==> config.mk <==
export PLATFORM = sky130hd
export DESIGN_NAME = barrel_pc_top
export DESIGN_NICKNAME = d
export VERILOG_FILES = /design/src/barrel_pkg.sv /design/src/thread_counter.sv /design/src/thread_pc_memory.sv /design/src/pc_controller.sv /design/src/barrel_pc_top.sv
export SDC_FILE = /design/constraint.sdc
export NUM_CORES = 1
export LEC_CHECK = 0
export ABC_CLOCK_PERIOD_IN_PS = 2000
export BUFFER_PORTS_ARGS = -buffer_cell sky130_fd_sc_hd__buf_4
export CAP_MARGIN = 15
export CORE_MARGIN = 2
export CORE_UTILIZATION = 56
export DETAILED_ROUTE_END_ITERATION = 16
export PLACE_DENSITY = 0.72
export REMOVE_ABC_BUFFERS = 1
export SYNTH_ARGS = -nofsm -noshare
export SYNTH_HDL_FRONTEND = slang
export SYNTH_HIERARCHICAL = 1
export SYNTH_SLANG_ARGS = --single-unit
==> constraint.sdc <==
create_clock -name clock -period 2 [get_ports clock]
set_clock_uncertainty 0.2 [all_clocks]
set_input_delay 0.4 -clock clock [delete_from_list [all_inputs] [get_ports clock]]
set_output_delay 0.4 -clock clock [all_outputs]
set_load 0.005 [all_outputs]
==> src/barrel_pkg.sv <==
// Shared definitions for the barrel-scheduled PC front end
// Holds the address and thread widths, the start-address rule and the
// packed structs that travel between the counter, memory and controller
package barrel_pkg;

    // --------------------------------------------------
    // Sizes

    // Width of one instruction address
    localparam int PC_WIDTH = 10;

    // Number of hardware threads in the barrel
    // At least 3 are needed so a write-back lands before the same thread is read again
    localparam int THREAD_COUNT = 8;

    // Width of a thread number
    localparam int THREAD_ADDR_WIDTH = 3;

    // Distance between the start addresses of neighbouring threads
    localparam int THREAD_START_STRIDE = 64;

    typedef logic [PC_WIDTH-1:0]          pc_t;
    typedef logic [THREAD_ADDR_WIDTH-1:0] thread_t;

    // --------------------------------------------------
    // Structs

    // Stored state of one thread
    typedef struct packed {
        pc_t current_pc;   // Next PC in sequence
        pc_t previous_pc;  // PC to issue again if the slot is annulled
    } pc_pair_t;

    // Decision inputs for one issue slot
    typedef struct packed {
        logic io_ready;           // Low means the slot is annulled
        logic jump;               // High means take the branch
        pc_t  branch_destination;
    } issue_ctrl_t;

    // Instruction address leaving the front end
    typedef struct packed {
        logic    valid;
        thread_t thread;
        pc_t     pc;
    } issue_t;

    // Thread t begins execution at t times the stride
    function automatic pc_t start_pc(input int unsigned thread_index);
        return pc_t'(thread_index * THREAD_START_STRIDE);
    endfunction

endpackage

==> src/thread_counter.sv <==
// Round-robin thread numbering for the barrel scheduler
// Provides the thread in its issue slot together with the one before and
// the one after it, all straight from flops
`timescale 1ns/1ns

module thread_counter
    import barrel_pkg::*;
(
    input  logic    clock,
    input  logic    reset,
    output thread_t current_thread,
    output thread_t next_thread,
    output thread_t previous_thread
);

    // Last valid thread number, used both for wrapping and for the reset value
    localparam thread_t LAST_THREAD = thread_t'(THREAD_COUNT - 1);

    // Step a thread number forward by one and wrap at THREAD_COUNT
    function automatic thread_t wrap_increment(input thread_t thread);
        return (thread == LAST_THREAD) ? thread_t'(0) : thread_t'(thread + 1'b1);
    endfunction

    // --------------------------------------------------
    // Counter

    // All three numbers are kept in their own registers
    // Only next_thread has an adder in front of it, and that adder feeds
    // its own flop rather than the memory address
    always_ff @(posedge clock) begin
        if (reset) begin
            current_thread  <= thread_t'(0);
            next_thread     <= thread_t'(1);
            previous_thread <= LAST_THREAD;
        end else begin
            previous_thread <= current_thread;
            current_thread  <= next_thread;
            next_thread     <= wrap_increment(next_thread);
        end
    end

    // --------------------------------------------------
    // Checks

    // The three registers must stay in lockstep or the memory would be
    // read and written for the wrong threads
    assert property (@(posedge clock) disable iff (reset)
        next_thread == wrap_increment(current_thread))
    else $error("thread_counter: next_thread lost step with current_thread");

endmodule

==> src/thread_pc_memory.sv <==
// Per-thread PC storage for the barrel front end
// Keeps the sequential and re-issue PC of every thread with one write
// port, one registered read port and start addresses loaded by reset
`timescale 1ns/1ns

module thread_pc_memory
    import barrel_pkg::*;
(
    input  logic     clock,
    input  logic     reset,
    input  logic     write_enable,
    input  thread_t  write_thread,
    input  pc_pair_t write_pair,
    input  thread_t  read_thread,
    output pc_pair_t read_pair
);

    // One entry per hardware thread
    pc_pair_t pairs [THREAD_COUNT];

    // --------------------------------------------------
    // Storage

    // Reset puts every thread back at its start address with both PCs equal
    // so an annulled first slot simply issues the start address again
    // Outside reset the array behaves as a simple dual-port RAM
    always_ff @(posedge clock) begin
        if (reset) begin
            for (int t = 0; t < THREAD_COUNT; t++) begin
                pairs[t] <= '{current_pc: start_pc(t), previous_pc: start_pc(t)};
            end
        end else if (write_enable) begin
            pairs[write_thread] <= write_pair;
        end
    end

    // --------------------------------------------------
    // Read port

    // Data shows up one edge after the address
    // The counter presents next_thread here, so the data lines up with
    // current_thread in the following cycle
    always_ff @(posedge clock) begin
        if (reset) begin
            read_pair <= '0;
        end else begin
            read_pair <= pairs[read_thread];
        end
    end

    // --------------------------------------------------
    // Checks

    // There is no write-to-read forwarding
    // Round-robin spacing keeps the write slot two threads behind the read
    // slot, so both ports must never meet on one entry
    assert property (@(posedge clock) disable iff (reset)
        write_enable |-> (write_thread != read_thread))
    else $error("thread_pc_memory: write and read hit thread %0d together", read_thread);

endmodule

==> src/pc_controller.sv <==
// PC selection for one issue slot of the barrel scheduler
// Registers the decision inputs, picks the sequential, branch or re-issue
// PC for the thread in its slot and prepares that thread's write-back
`timescale 1ns/1ns

module pc_controller
    import barrel_pkg::*;
(
    input  logic        clock,
    input  logic        reset,
    input  issue_ctrl_t control,
    input  thread_t     current_thread,
    input  pc_pair_t    read_pair,
    output logic        write_enable,
    output pc_pair_t    write_pair,
    output issue_t      issue
);

    issue_ctrl_t control_synced;
    pc_t         jump_pc;
    pc_t         selected_pc;
    logic        fill_stage;
    logic        issue_valid;
    thread_t     issue_thread;
    pc_t         issue_pc;
    pc_t         writeback_pc;

    // --------------------------------------------------
    // Input register

    // The inputs are plain levels with no handshake
    // One register stage lines them up with the memory read data, which
    // also arrives one edge late
    always_ff @(posedge clock) begin
        if (reset) begin
            control_synced <= '0;
        end else begin
            control_synced <= control;
        end
    end

    // --------------------------------------------------
    // Selection

    // First choose between the branch target and the sequential PC
    always_comb begin
        if (control_synced.jump) begin
            jump_pc = control_synced.branch_destination;
        end else begin
            jump_pc = read_pair.current_pc;
        end
    end

    // An annulled slot overrides any jump and replays the last issued PC
    always_comb begin
        if (control_synced.io_ready) begin
            selected_pc = jump_pc;
        end else begin
            selected_pc = read_pair.previous_pc;
        end
    end

    // --------------------------------------------------
    // Valid fill

    // Two stages after reset release
    // The first stage covers the memory read that is still in flight and
    // the second covers the output register itself
    always_ff @(posedge clock) begin
        if (reset) begin
            fill_stage  <= 1'b0;
            issue_valid <= 1'b0;
        end else begin
            fill_stage  <= 1'b1;
            issue_valid <= fill_stage;
        end
    end

    // --------------------------------------------------
    // Output register

    // The issued PC leaves with the number of the thread that owned the slot
    always_ff @(posedge clock) begin
        issue_thread <= current_thread;
        issue_pc     <= selected_pc;
    end

    assign issue = '{valid: issue_valid, thread: issue_thread, pc: issue_pc};

    // --------------------------------------------------
    // Write-back

    // A second copy of the selected PC feeds only the memory
    // This keeps the jump select away from the memory write path and the
    // synthesis tool can still merge the two if timing allows
    always_ff @(posedge clock) begin
        writeback_pc <= selected_pc;
    end

    // Enabled together with issue.valid so no garbage reaches the memory
    // while the pipeline is still filling
    always_ff @(posedge clock) begin
        if (reset) begin
            write_enable <= 1'b0;
        end else begin
            write_enable <= fill_stage;
        end
    end

    // The successor wraps at the top of the address range
    // The issued PC itself becomes the value to replay on a later annul
    assign write_pair = '{
        current_pc:  pc_t'(writeback_pc + pc_t'(1)),
        previous_pc: writeback_pc
    };

    // --------------------------------------------------
    // Checks

    // An annulled slot must replay the PC that the same thread issued on
    // its previous slot, which the write-back recorded as previous_pc
    // Only applies once that earlier slot was itself a valid issue
    assert property (@(posedge clock) disable iff (reset)
        (!control_synced.io_ready && $past(issue.valid, THREAD_COUNT - 1))
        |=> (issue.pc == $past(issue.pc, THREAD_COUNT)))
    else $error("pc_controller: annulled slot did not re-issue previous_pc");

endmodule

==> src/barrel_pc_top.sv <==
// Program counter front end of a barrel-scheduled multithreaded processor
// Threads issue in strict round-robin order, one per clock, each with its
// own sequential and re-issue PC held in a small memory
`timescale 1ns/1ns

module barrel_pc_top
    import barrel_pkg::*;
(
    input  logic        clock,
    input  logic        reset,
    input  issue_ctrl_t control,
    output issue_t      issue
);

    thread_t  current_thread;
    thread_t  next_thread;
    thread_t  previous_thread;
    pc_pair_t read_pair;
    pc_pair_t write_pair;
    logic     write_enable;

    // --------------------------------------------------
    // Thread scheduling

    thread_counter thread_counter_inst (
        .clock           (clock),
        .reset           (reset),
        .current_thread  (current_thread),
        .next_thread     (next_thread),
        .previous_thread (previous_thread)
    );

    // --------------------------------------------------
    // PC storage

    // Reading one thread ahead makes the registered data belong to the
    // thread in its issue slot
    // Writing one thread behind lets the write-back register settle first
    thread_pc_memory thread_pc_memory_inst (
        .clock        (clock),
        .reset        (reset),
        .write_enable (write_enable),
        .write_thread (previous_thread),
        .write_pair   (write_pair),
        .read_thread  (next_thread),
        .read_pair    (read_pair)
    );

    // --------------------------------------------------
    // Selection and issue

    pc_controller pc_controller_inst (
        .clock          (clock),
        .reset          (reset),
        .control        (control),
        .current_thread (current_thread),
        .read_pair      (read_pair),
        .write_enable   (write_enable),
        .write_pair     (write_pair),
        .issue          (issue)
    );

endmodule

==> results of run 1 <==
worst register-to-register path, stage by stage, from the launching register on:
cell and delay (ns):
sky130_fd_sc_hd__dfxtp_2 0.35, sky130_fd_sc_hd__ha_2 0.19, sky130_fd_sc_hd__and3_4 0.22, sky130_fd_sc_hd__nand3_1 0.13
sky130_fd_sc_hd__xnor2_2 0.20, sky130_fd_sc_hd__or3_1 0.39
cell families (layout without fill, tap and decap cells):
| group | count (synthesis) | count (layout) | share of synthesized area (%) |
|---|---|---|---|
| buffers and inverters | 44 | 137 | 2.725 |
| AND/OR/NAND/NOR | 243 | 243 | 16.24 |
| multiplexers | 70 | 70 | 13.35 |
| adder cells (fa/ha/maj) | 3 | 3 | 0.4172 |
| AO/OA/AOI/OAI | 11 | 11 | 0.6397 |
| flip-flops | 216 | 216 | 65.85 |
| XOR/XNOR | 8 | 8 | 0.7787 |
synthesized netlist by cell type:
library cell                 n  area share, %
sky130_fd_sc_hd__or2_2       8           0.56
sky130_fd_sc_hd__nor3b_1     2           0.17
sky130_fd_sc_hd__inv_1       2          0.083
sky130_fd_sc_hd__nand3b_1    1          0.083
sky130_fd_sc_hd__buf_2       3           0.17
sky130_fd_sc_hd__mux2i_1    30            3.3
sky130_fd_sc_hd__buf_6       1           0.13
sky130_fd_sc_hd__nand3_1     1          0.056
sky130_fd_sc_hd__nand3_2     1           0.11
sky130_fd_sc_hd__xnor2_1     2           0.19
sky130_fd_sc_hd__nand4_1     1          0.070
sky130_fd_sc_hd__edfxtp_1  160             53
sky130_fd_sc_hd__or3_1      22            1.5
sky130_fd_sc_hd__buf_1       1          0.042
sky130_fd_sc_hd__and3_2      1          0.083
sky130_fd_sc_hd__xor2_1      6           0.58
sky130_fd_sc_hd__o21bai_1    1          0.083
sky130_fd_sc_hd__clkbuf_2    1          0.056
sky130_fd_sc_hd__and2_1    136            9.5
sky130_fd_sc_hd__or3b_4      1           0.13
sky130_fd_sc_hd__nor3_1      3           0.17
sky130_fd_sc_hd__clkbuf_1   18           0.75
sky130_fd_sc_hd__nand2_1     3           0.13
sky130_fd_sc_hd__ha_1        3           0.42
sky130_fd_sc_hd__nor2b_1    16            1.1
sky130_fd_sc_hd__dfxtp_1    56             12
sky130_fd_sc_hd__buf_4      18            1.5
sky130_fd_sc_hd__mux4_2     40             10
sky130_fd_sc_hd__or2_1       3           0.21
sky130_fd_sc_hd__nand2b_1    4           0.28
sky130_fd_sc_hd__nor3_4      1           0.18
sky130_fd_sc_hd__nor2_1     34            1.4
sky130_fd_sc_hd__nor2_4      3           0.38
sky130_fd_sc_hd__and3_1      2           0.14
sky130_fd_sc_hd__a21oi_1    10           0.56
through the flow:
step | cells | utilization (%) | setup TNS, ns
5_1_grt | 904 | 68.14 | 0
3_5_place_dp | 850 | 62.44 | -0.1246
3_3_place_gp | 850 | 62.44 | 0
2_1_floorplan | 553 | - | -47.27
4_1_cts | 904 | 68.09 | 0
6_report | 904 | 68.14 | 0
power by group through the flow:
stage / sequential (mW) / combinational (mW) / clock [mW]
global route: 5.19 / 1.37 / 4.41
detailed placement: 5.26 / 1.24 / 0
global placement: 5.25 / 1.21 / 0
floorplan: 5.34 / 0.559 / 0
finish: 5.17 / 1.26 / 4.19
CTS: 5.17 / 1.27 / 4.24
sequential cells by signal (all words and copies together), names as in the netlist:
| signal | flops |
|---|---|
| pc_controller_inst/control_synced | 12 |
| pc_controller_inst/fill_stage | 1 |
| pc_controller_inst/issue_thread | 3 |
| pc_controller_inst/write_enable | 1 |
| pc_controller_inst/writeback_pc | 10 |
| thread_counter_inst/current_thread | 3 |
| thread_counter_inst/next_thread | 3 |
| thread_counter_inst/previous_thread | 3 |
| thread_pc_memory_inst/pairs | 160 |
| thread_pc_memory_inst/read_pair | 20 |
how the worst min path moves through the flow:
stage | to | slack (ns) | startpoint | cells after the start
final | pc_controller_inst/issue_thread[2] | 0.15 | thread_counter_inst/current_thread[2] | 0
after global routing | pc_controller_inst/issue_thread[2] | 0.15 | thread_counter_inst/current_thread[2] | 0
after CTS | pc_controller_inst/issue_thread[2] | 0.15 | thread_counter_inst/current_thread[2] | 0
after detailed placement | pc_controller_inst/issue_thread[2] | 0.14 | thread_counter_inst/current_thread[2] | 0
after global placement | pc_controller_inst/issue_thread[0] | 0.13 | thread_counter_inst/current_thread[0] | 0
after floorplan | pc_controller_inst/issue_thread[0] | 0.12 | thread_counter_inst/current_thread[0] | 0
area by class of cell:
| type | instances | share of cell area (%) |
|---|---|---|
| sequential | 216 | 55.18 |
| clock inverter | 6 | 0.5589 |
| inverter | 2 | 0.06986 |
| multi-input combinational | 335 | 26.49 |
| tap | 216 | 2.515 |
| timing repair buffer | 94 | 8.745 |
| clock buffer | 35 | 6.439 |
what timing repair did:
action                                  in CTS  in global routing
hold endpoints to repair                    12                  0
pin swaps                                    1                  1
setup buffers                                1                  0
resized for setup                            2                  3
endpoints found under the setup margin       6                  8
hold buffers                                12                  0
metal layers:
metal	GRT usage (%)	wire [um]	up-vias
li1	-	-	2296
met1	33.89	8229	2576
met2	43.87	10520	161
met3	3.461	1207	32
met4	7.447	488	0
met5	0	0	-
==> run summary, run 1 <==
The synthesis warning total came out at 6. The worst-case reg-to-reg path depth is 5. The family with the most delay on the worst path is simple AND/OR/NAND/NOR gates. The library cells used most frequently in the layout, excluding fill and tap cells, are 160 x sky130_fd_sc_hd__edfxtp_1, 136 x sky130_fd_sc_hd__and2_1, 65 x sky130_fd_sc_hd__buf_4.

The upper clock frequency limit is 0.5152 GHz. The time the worst path needs with I/O delays and setup came out at 1.941 ns. The total number of cells along the worst setup path came out at 5. The peak supply drop is 0.0007076 V.

The worst hold slack across all endpoints is 0.1482 ns. Yosys mapped the design onto 35 distinct sky130hd cell types. The worst register-to-register path ends at thread_pc_memory_inst/pairs[7][16]. The final setup violation count is 0. The final global-route overflow total came out at 0.

The worst path setup slack after routing came out at 0.05912 ns. The number of buffers added on ports is 27. The sort of element at the start of the critical path is a flop. The total count of max-transition violations in the final report came to 0. The HPWL after detailed placement is 12.63 mm. The endpoint class of the critical path is a flop.

The setup slack on the worst flop-to-flop path came out at 0.06 ns. The worst register-to-register path begins at pc_controller_inst/writeback_pc[1]. TritonCTS built the clock tree. The sequential share of power came out at 48.7%. The wire length of the first global-routing pass is 31.22 mm.

The die outline area is 17,100 um2. The number of buffers between clock root and the deepest sink came out at 3. Summing all placed instances gives a cell area of 9847 um2. The weighted congestion reported at the end of routability-driven placement came out at 0.8309. The floorplan has 46 rows. The leakage power summed over all cells is 4.043 nW. The total wire length came out at 20.44 mm.

The via count of the first global-routing pass was 5,240. Global routing used 25.33% of the available tracks across all layers. The area of all sequential standard cells is 5929 um2. The slew of the pin with the lowest slew margin came out at 0.5740 ns.

The DRC marker count from the first detailed-route iteration came out at 369. The termination of the worst setup path is thread_pc_memory_inst/pairs[7][16]. The run finished with clean final reports. The fraction of power consumed by the clock network came out at 39.4%. The biggest fanout along the worst timing path came out at 5. The routed wirelength normalized by instance count is 22.61 um. The repair_antennas step left the layout with diodes totalling 0.

The total design power is 10.62 mW. Traced cell by cell, the critical path runs through ha_2 > and3_4 > nand3_1 > xnor2_2 > or3_1. The source of the critical timing path is pc_controller_inst/writeback_pc[1]. The clock latency of the later-clocked register in the worst-skew pair is 0.50 ns. Synthesis produced 595 cells. The total count of hold-check failures in the final report came out at 0.

The worst pin sits at a relative slew slack of 61.60%. The synthesis-stage register bit count is 216. The worst path required time came out at 2.04 ns. The critical path in this run is classified as flop to flop. The tree is rooted in a sky130_fd_sc_hd__clkbuf_16.

In this design, the stage delay of the slowest critical-path cell is 0.39 ns. The multi-input gate area in the final layout is 2846 um2. The buffering stage count on the worst path with inverters included is 0. The number of antenna violations at the first check in global routing is 0. The power density of the placed cells came out at 988.7 nW/um2. The cell internal power dissipation is 8.183 mW.

The switching share of power came out at 22.97%. The net count of the finished layout is 689. The slowest library cell on the worst path is sky130_fd_sc_hd__or3_1. The die is 130.8 um wide. The combinational share of power is 11.9%. In this run the cell area of the synthesized design comes to 8999 um2. The maximum level of the CTS H-tree came out at 1. The detailed-routing iteration count for the pre-antenna-repair pass is 4.

The count of pins on the block boundary came out at 28. Clock-pin slew was measured on the worst setup and hold paths at 0.06 ns. The switching component of the power is 2.441 mW.

In this run the worst hold path is classified as flop to flop. The average via count per standard cell is 5.603. Across the run, the number of max-cap violations was 0. The core footprint came out at 15,770 um2.

The clock sink count is 216. The post-synthesis average cell area came out at 15.12 um2. TritonCTS created 23 clock buffers. From synthesis to final layout, the design area changed by 19.41%.

The number of vias in the routed layout is 5,065. The initial utilization of the core area, before any placement, comes to 57.06%. Setup repair after global routing left no endpoint under its margin. The height of the die came out at 130.8 um.

The post-synthesis sequential area ratio came out at 65.85%. For this run, design rule violations remaining after detail routing come to 0. The filler cells instantiated in the layout total 1,128. The largest net degree at the start of global routing came out at 28. Cells with a size suffix above 1 make up 25.73% of the layout. The library cell used most frequently in the layout, excluding fill and tap cells, is sky130_fd_sc_hd__edfxtp_1. The post-layout instance area is 10,750 um2.

The number of routed nets with antenna violations came out at 0. The worst setup timing slack at the placement stage is -0.04944 ns. Data on the critical path arrives at its endpoint at 1.98 ns. The share of the clock period used by the worst path is 97.04%.
No activity file was read; power rests on OpenSTA's default activity.
==> run 2, diff against run 1 <==
--- a/config.mk
+++ b/config.mk
@@ -11,6 +11,7 @@
 export CORE_MARGIN = 2
 export CORE_UTILIZATION = 56
 export DETAILED_ROUTE_END_ITERATION = 16
+export GPL_TIMING_DRIVEN = 0
 export PLACE_DENSITY = 0.72
 export REMOVE_ABC_BUFFERS = 1
 export SYNTH_ARGS = -nofsm -noshare
==> run 2 against run 1 <==
Compared with the run above:
- wire length grew 4.1%
- die area unchanged
- sequential share of layout area is 0.84 points higher
- non-clock buffer count down 24
- clock-buffer cell count shrank 5
- global-route usage up 0.41 points
- largest power group unchanged
- highest routed layer unchanged
==> run summary, run 2 (same netlist as run 1, synthesis figures left out) <==
Result of the run: finished clean (unchanged). The destination of the worst register-to-register timing path is thread_pc_memory_inst/pairs[6][0] (was thread_pc_memory_inst/pairs[7][16]). The arrival time at the worst endpoint came out at 1.98 ns (about the same). The final setup violation count is 0 (unchanged). The number of antenna violations at the first check in global routing came out at 0 (unchanged).

Critical-path cell list: or3b_4 > buf_6 > nor2_4 > or2_4 (was ha_2 > and3_4 > nand3_1 > xnor2_2 > or3_1). The row count is 46 (unchanged). The number of buffers added on ports was 27 (unchanged). The worst path required time is 1.99 ns (was 2.04 ns). The average via count per standard cell is 5.883 (was 5.603). The core footprint came out at 15,770 um2 (unchanged). The maximum cell stage delay along the critical path is 0.46 ns (was 0.39 ns).

The tightest slew margin relative to the limit was 35.53% (was 61.60%). The commonest non-fill, non-tap cell in the layout is sky130_fd_sc_hd__edfxtp_1 (unchanged). The time the worst path needs with I/O delays and setup is 1.992 ns (was 1.941 ns).

The fraction of final layout cells sized beyond drive strength 1 is 27.41% (was 25.73%). The die outline area is 17,100 um2 (unchanged). The die extent in x is 130.8 um (unchanged). The weighted congestion reported at the end of routability-driven placement is 0.7352 (was 0.8309). The post-layout instance area came out at 10,630 um2 (was 10,750 um2).

The number of flip-flops under the largest register name came out at 160 (unchanged). The max capacitance violation total is 0 (unchanged). The wire length of the first global-routing pass came out at 31.19 mm (was 31.22 mm).

The source of the critical timing path was pc_controller_inst/write_enable (was pc_controller_inst/writeback_pc[1]). The critical setup path kind is flop to flop (unchanged). The height of the die came out at 130.8 um (unchanged).

The biggest fanout along the worst timing path came to 5 (unchanged). The worst min-delay path class is primary input to flop (was flop to flop). The global-route usage over all layers is 25.73% (was 25.33%). The final global-route overflow total came out at 0 (unchanged). The instance area at placement came out at 9303 um2 (was 9847 um2). The launching point of the worst reg2reg path is pc_controller_inst/write_enable (was pc_controller_inst/writeback_pc[1]). The net count reported at finish is 676 (was 689).

The number of buffers between clock root and the deepest sink is 3 (unchanged). The slew of the pin with the lowest slew margin came to 0.9657 ns (was 0.5740 ns). The peak supply drop came to 0.0006360 V (was 0.0007076 V). The growth of design area from synthesis to finish is 18.16% (was 19.41%). The detailed-routing iteration count for the pre-antenna-repair pass came out at 5 (was 4). The register with the highest flop count is thread_pc_memory_inst/pairs (unchanged). The clock slew seen by the registers of the worst setup and hold paths is 0.06 ns (about the same).

The initial core utilization came out at 57.06% (unchanged). The leakage power summed over all cells is 3.919 nW (was 4.043 nW). The number of routed nets with antenna violations is 0 (unchanged). The total wire length came to 21.28 mm (was 20.44 mm). The routed wirelength normalized by instance count is 23.89 um (was 22.61 um). The clock tree from TritonCTS is built (unchanged). The DRC marker count from the first detailed-route iteration is 489 (was 369). The count of pins on the block boundary is 28 (unchanged). The share of the clock period used by the worst path is 99.62% (was 97.04%). The endpoint class of the critical path was a flop (unchanged). The count of antenna diodes in the layout is 0 (unchanged). The setup slack on the worst flop-to-flop path is 0.008 ns (was 0.06 ns). The buffering stage count on the worst path with inverters included is 1 (was 0). The largest net degree at the start of global routing is 62 (was 28). The family with the most delay on the worst path is simple AND/OR/NAND/NOR gates (unchanged). The total design power is 10.33 mW (was 10.62 mW). The clock root buffer master was sky130_fd_sc_hd__clkbuf_16 (unchanged).

The HPWL after detailed placement came to 10.26 mm (was 12.63 mm). Largest registers: thread_pc_memory_inst/pairs x160, thread_pc_memory_inst/read_pair x20, pc_controller_inst/control_synced x12 (unchanged). The total number of cells along the worst setup path came out at 4 (was 5). The termination of the worst setup path is thread_pc_memory_inst/pairs[6][0] (was thread_pc_memory_inst/pairs[7][16]). The clock latency of the later-clocked register in the worst-skew pair is 0.50 ns (about the same). The final routed DRC violation total is 0 (unchanged). The upper clock frequency limit is 0.5019 GHz (was 0.5152 GHz). The number of vias in the routed layout came out at 5,242 (was 5,065). The total negative slack for setup checks is 0 ns (unchanged). The power density of the placed cells is 971.5 nW/um2 (was 988.7 nW/um2).

The worst-case reg-to-reg path depth is 4 (was 5). The total count of hold-check failures in the final report came to 0 (unchanged). The total count of max-transition violations in the final report is 0 (unchanged). The sort of element at the start of the critical path is a flop (unchanged). Highest-count cells in the layout ignoring fill and taps: 160 x sky130_fd_sc_hd__edfxtp_1, 136 x sky130_fd_sc_hd__and2_1, 48 x sky130_fd_sc_hd__buf_4 (was 160 x sky130_fd_sc_hd__edfxtp_1, 136 x sky130_fd_sc_hd__and2_1, 65 x sky130_fd_sc_hd__buf_4).

The maximum level of the CTS H-tree came out at 1 (unchanged). The clock sink count is 216 (unchanged). RSZ-0062 raised after global routing: yes (was no). The total clock buffers created by CTS came out at 23 (unchanged). The slowest library cell on the worst path is sky130_fd_sc_hd__or3b_4 (was sky130_fd_sc_hd__or3_1). The via count of the first global-routing pass is 5,180 (was 5,240).
run 2: changes by cell type in the layout (fill, tap and decap cells not counted), sizes merged, moves of 2 or more:
cell and change:
buf -24, clkinvlp +2, clkbuf -5, clkinv +4
or2 +10
run 2: routing by layer:
layer,vias up,routed length [um],GRT usage (%)
met4,0,673,9.700
met1,2648,8088,33.11
met2,256,10510,42.62
met5,-,0,0
met3,47,2007,6.678
li1,2291,-,-
run 2: worst reg2reg max path, stage by stage (launching register included):
cell	delay, ns
sky130_fd_sc_hd__dfxtp_2	0.34
sky130_fd_sc_hd__or3b_4	0.46
sky130_fd_sc_hd__buf_6	0.16
sky130_fd_sc_hd__nor2_4	0.23
sky130_fd_sc_hd__or2_4	0.29
run 2: worst min-delay path by stage:
stage	slack, ns	from	endpoint	cells after the start
after floorplan	0.12	thread_counter_inst/current_thread[0]	pc_controller_inst/issue_thread[0]	0
after global placement	0.13	thread_counter_inst/current_thread[1]	pc_controller_inst/issue_thread[1]	0
after detailed placement	0.13	thread_counter_inst/current_thread[2]	pc_controller_inst/issue_thread[2]	0
after CTS	0.15	thread_counter_inst/current_thread[2]	pc_controller_inst/issue_thread[2]	0
after global routing	0.09	reset	pc_controller_inst/fill_stage	2
final	0.07	reset	pc_controller_inst/fill_stage	2
run 2: stage by stage:
| stage | hold slack, ns | cells | worst slack, ns | util [%] |
|---|---|---|---|---|
| floorplan | 0.1235 | 553 | -0.8973 | - |
| global placement | 0.1273 | 796 | -2.893 | 58.55 |
| detailed placement | 0.1305 | 800 | -1.696 | 58.99 |
| CTS | 0.1452 | 882 | -0.1322 | 66.60 |
| global route | 0.08857 | 891 | -0.01361 | 67.42 |
| finish | 0.07357 | 891 | 0.007574 | 67.42 |
run 2: final cells by class:
class / instances / area [um2]
Sequential cell: 216 / 5957
Multi-Input combinational cell: 346 / 3054
Clock inverter: 11 / 92.59
Inverter: 2 / 7.507
Timing Repair Buffer: 70 / 639.4
Tap cell: 216 / 270.3
Fill cell: 1072 / 5137
Clock buffer: 30 / 611.8
run 2: where the power goes:
group / switching [mW] / internal [mW]
Sequential: 0.232 / 5.05
Combinational: 0.542 / 0.554
Clock: 1.65 / 2.30
Total: 2.43 / 7.90
run 2: repair_timing:
item | 4_1_cts | 5_1_grt
pin swaps | 9 | 8
gates resized for setup | 45 | 13
hold buffers | 12 | 0
endpoints found under the hold margin | 12 | 0
endpoints found under the setup margin | 285 | 157
cloned | 9 | 2
setup buffers | 20 | 7
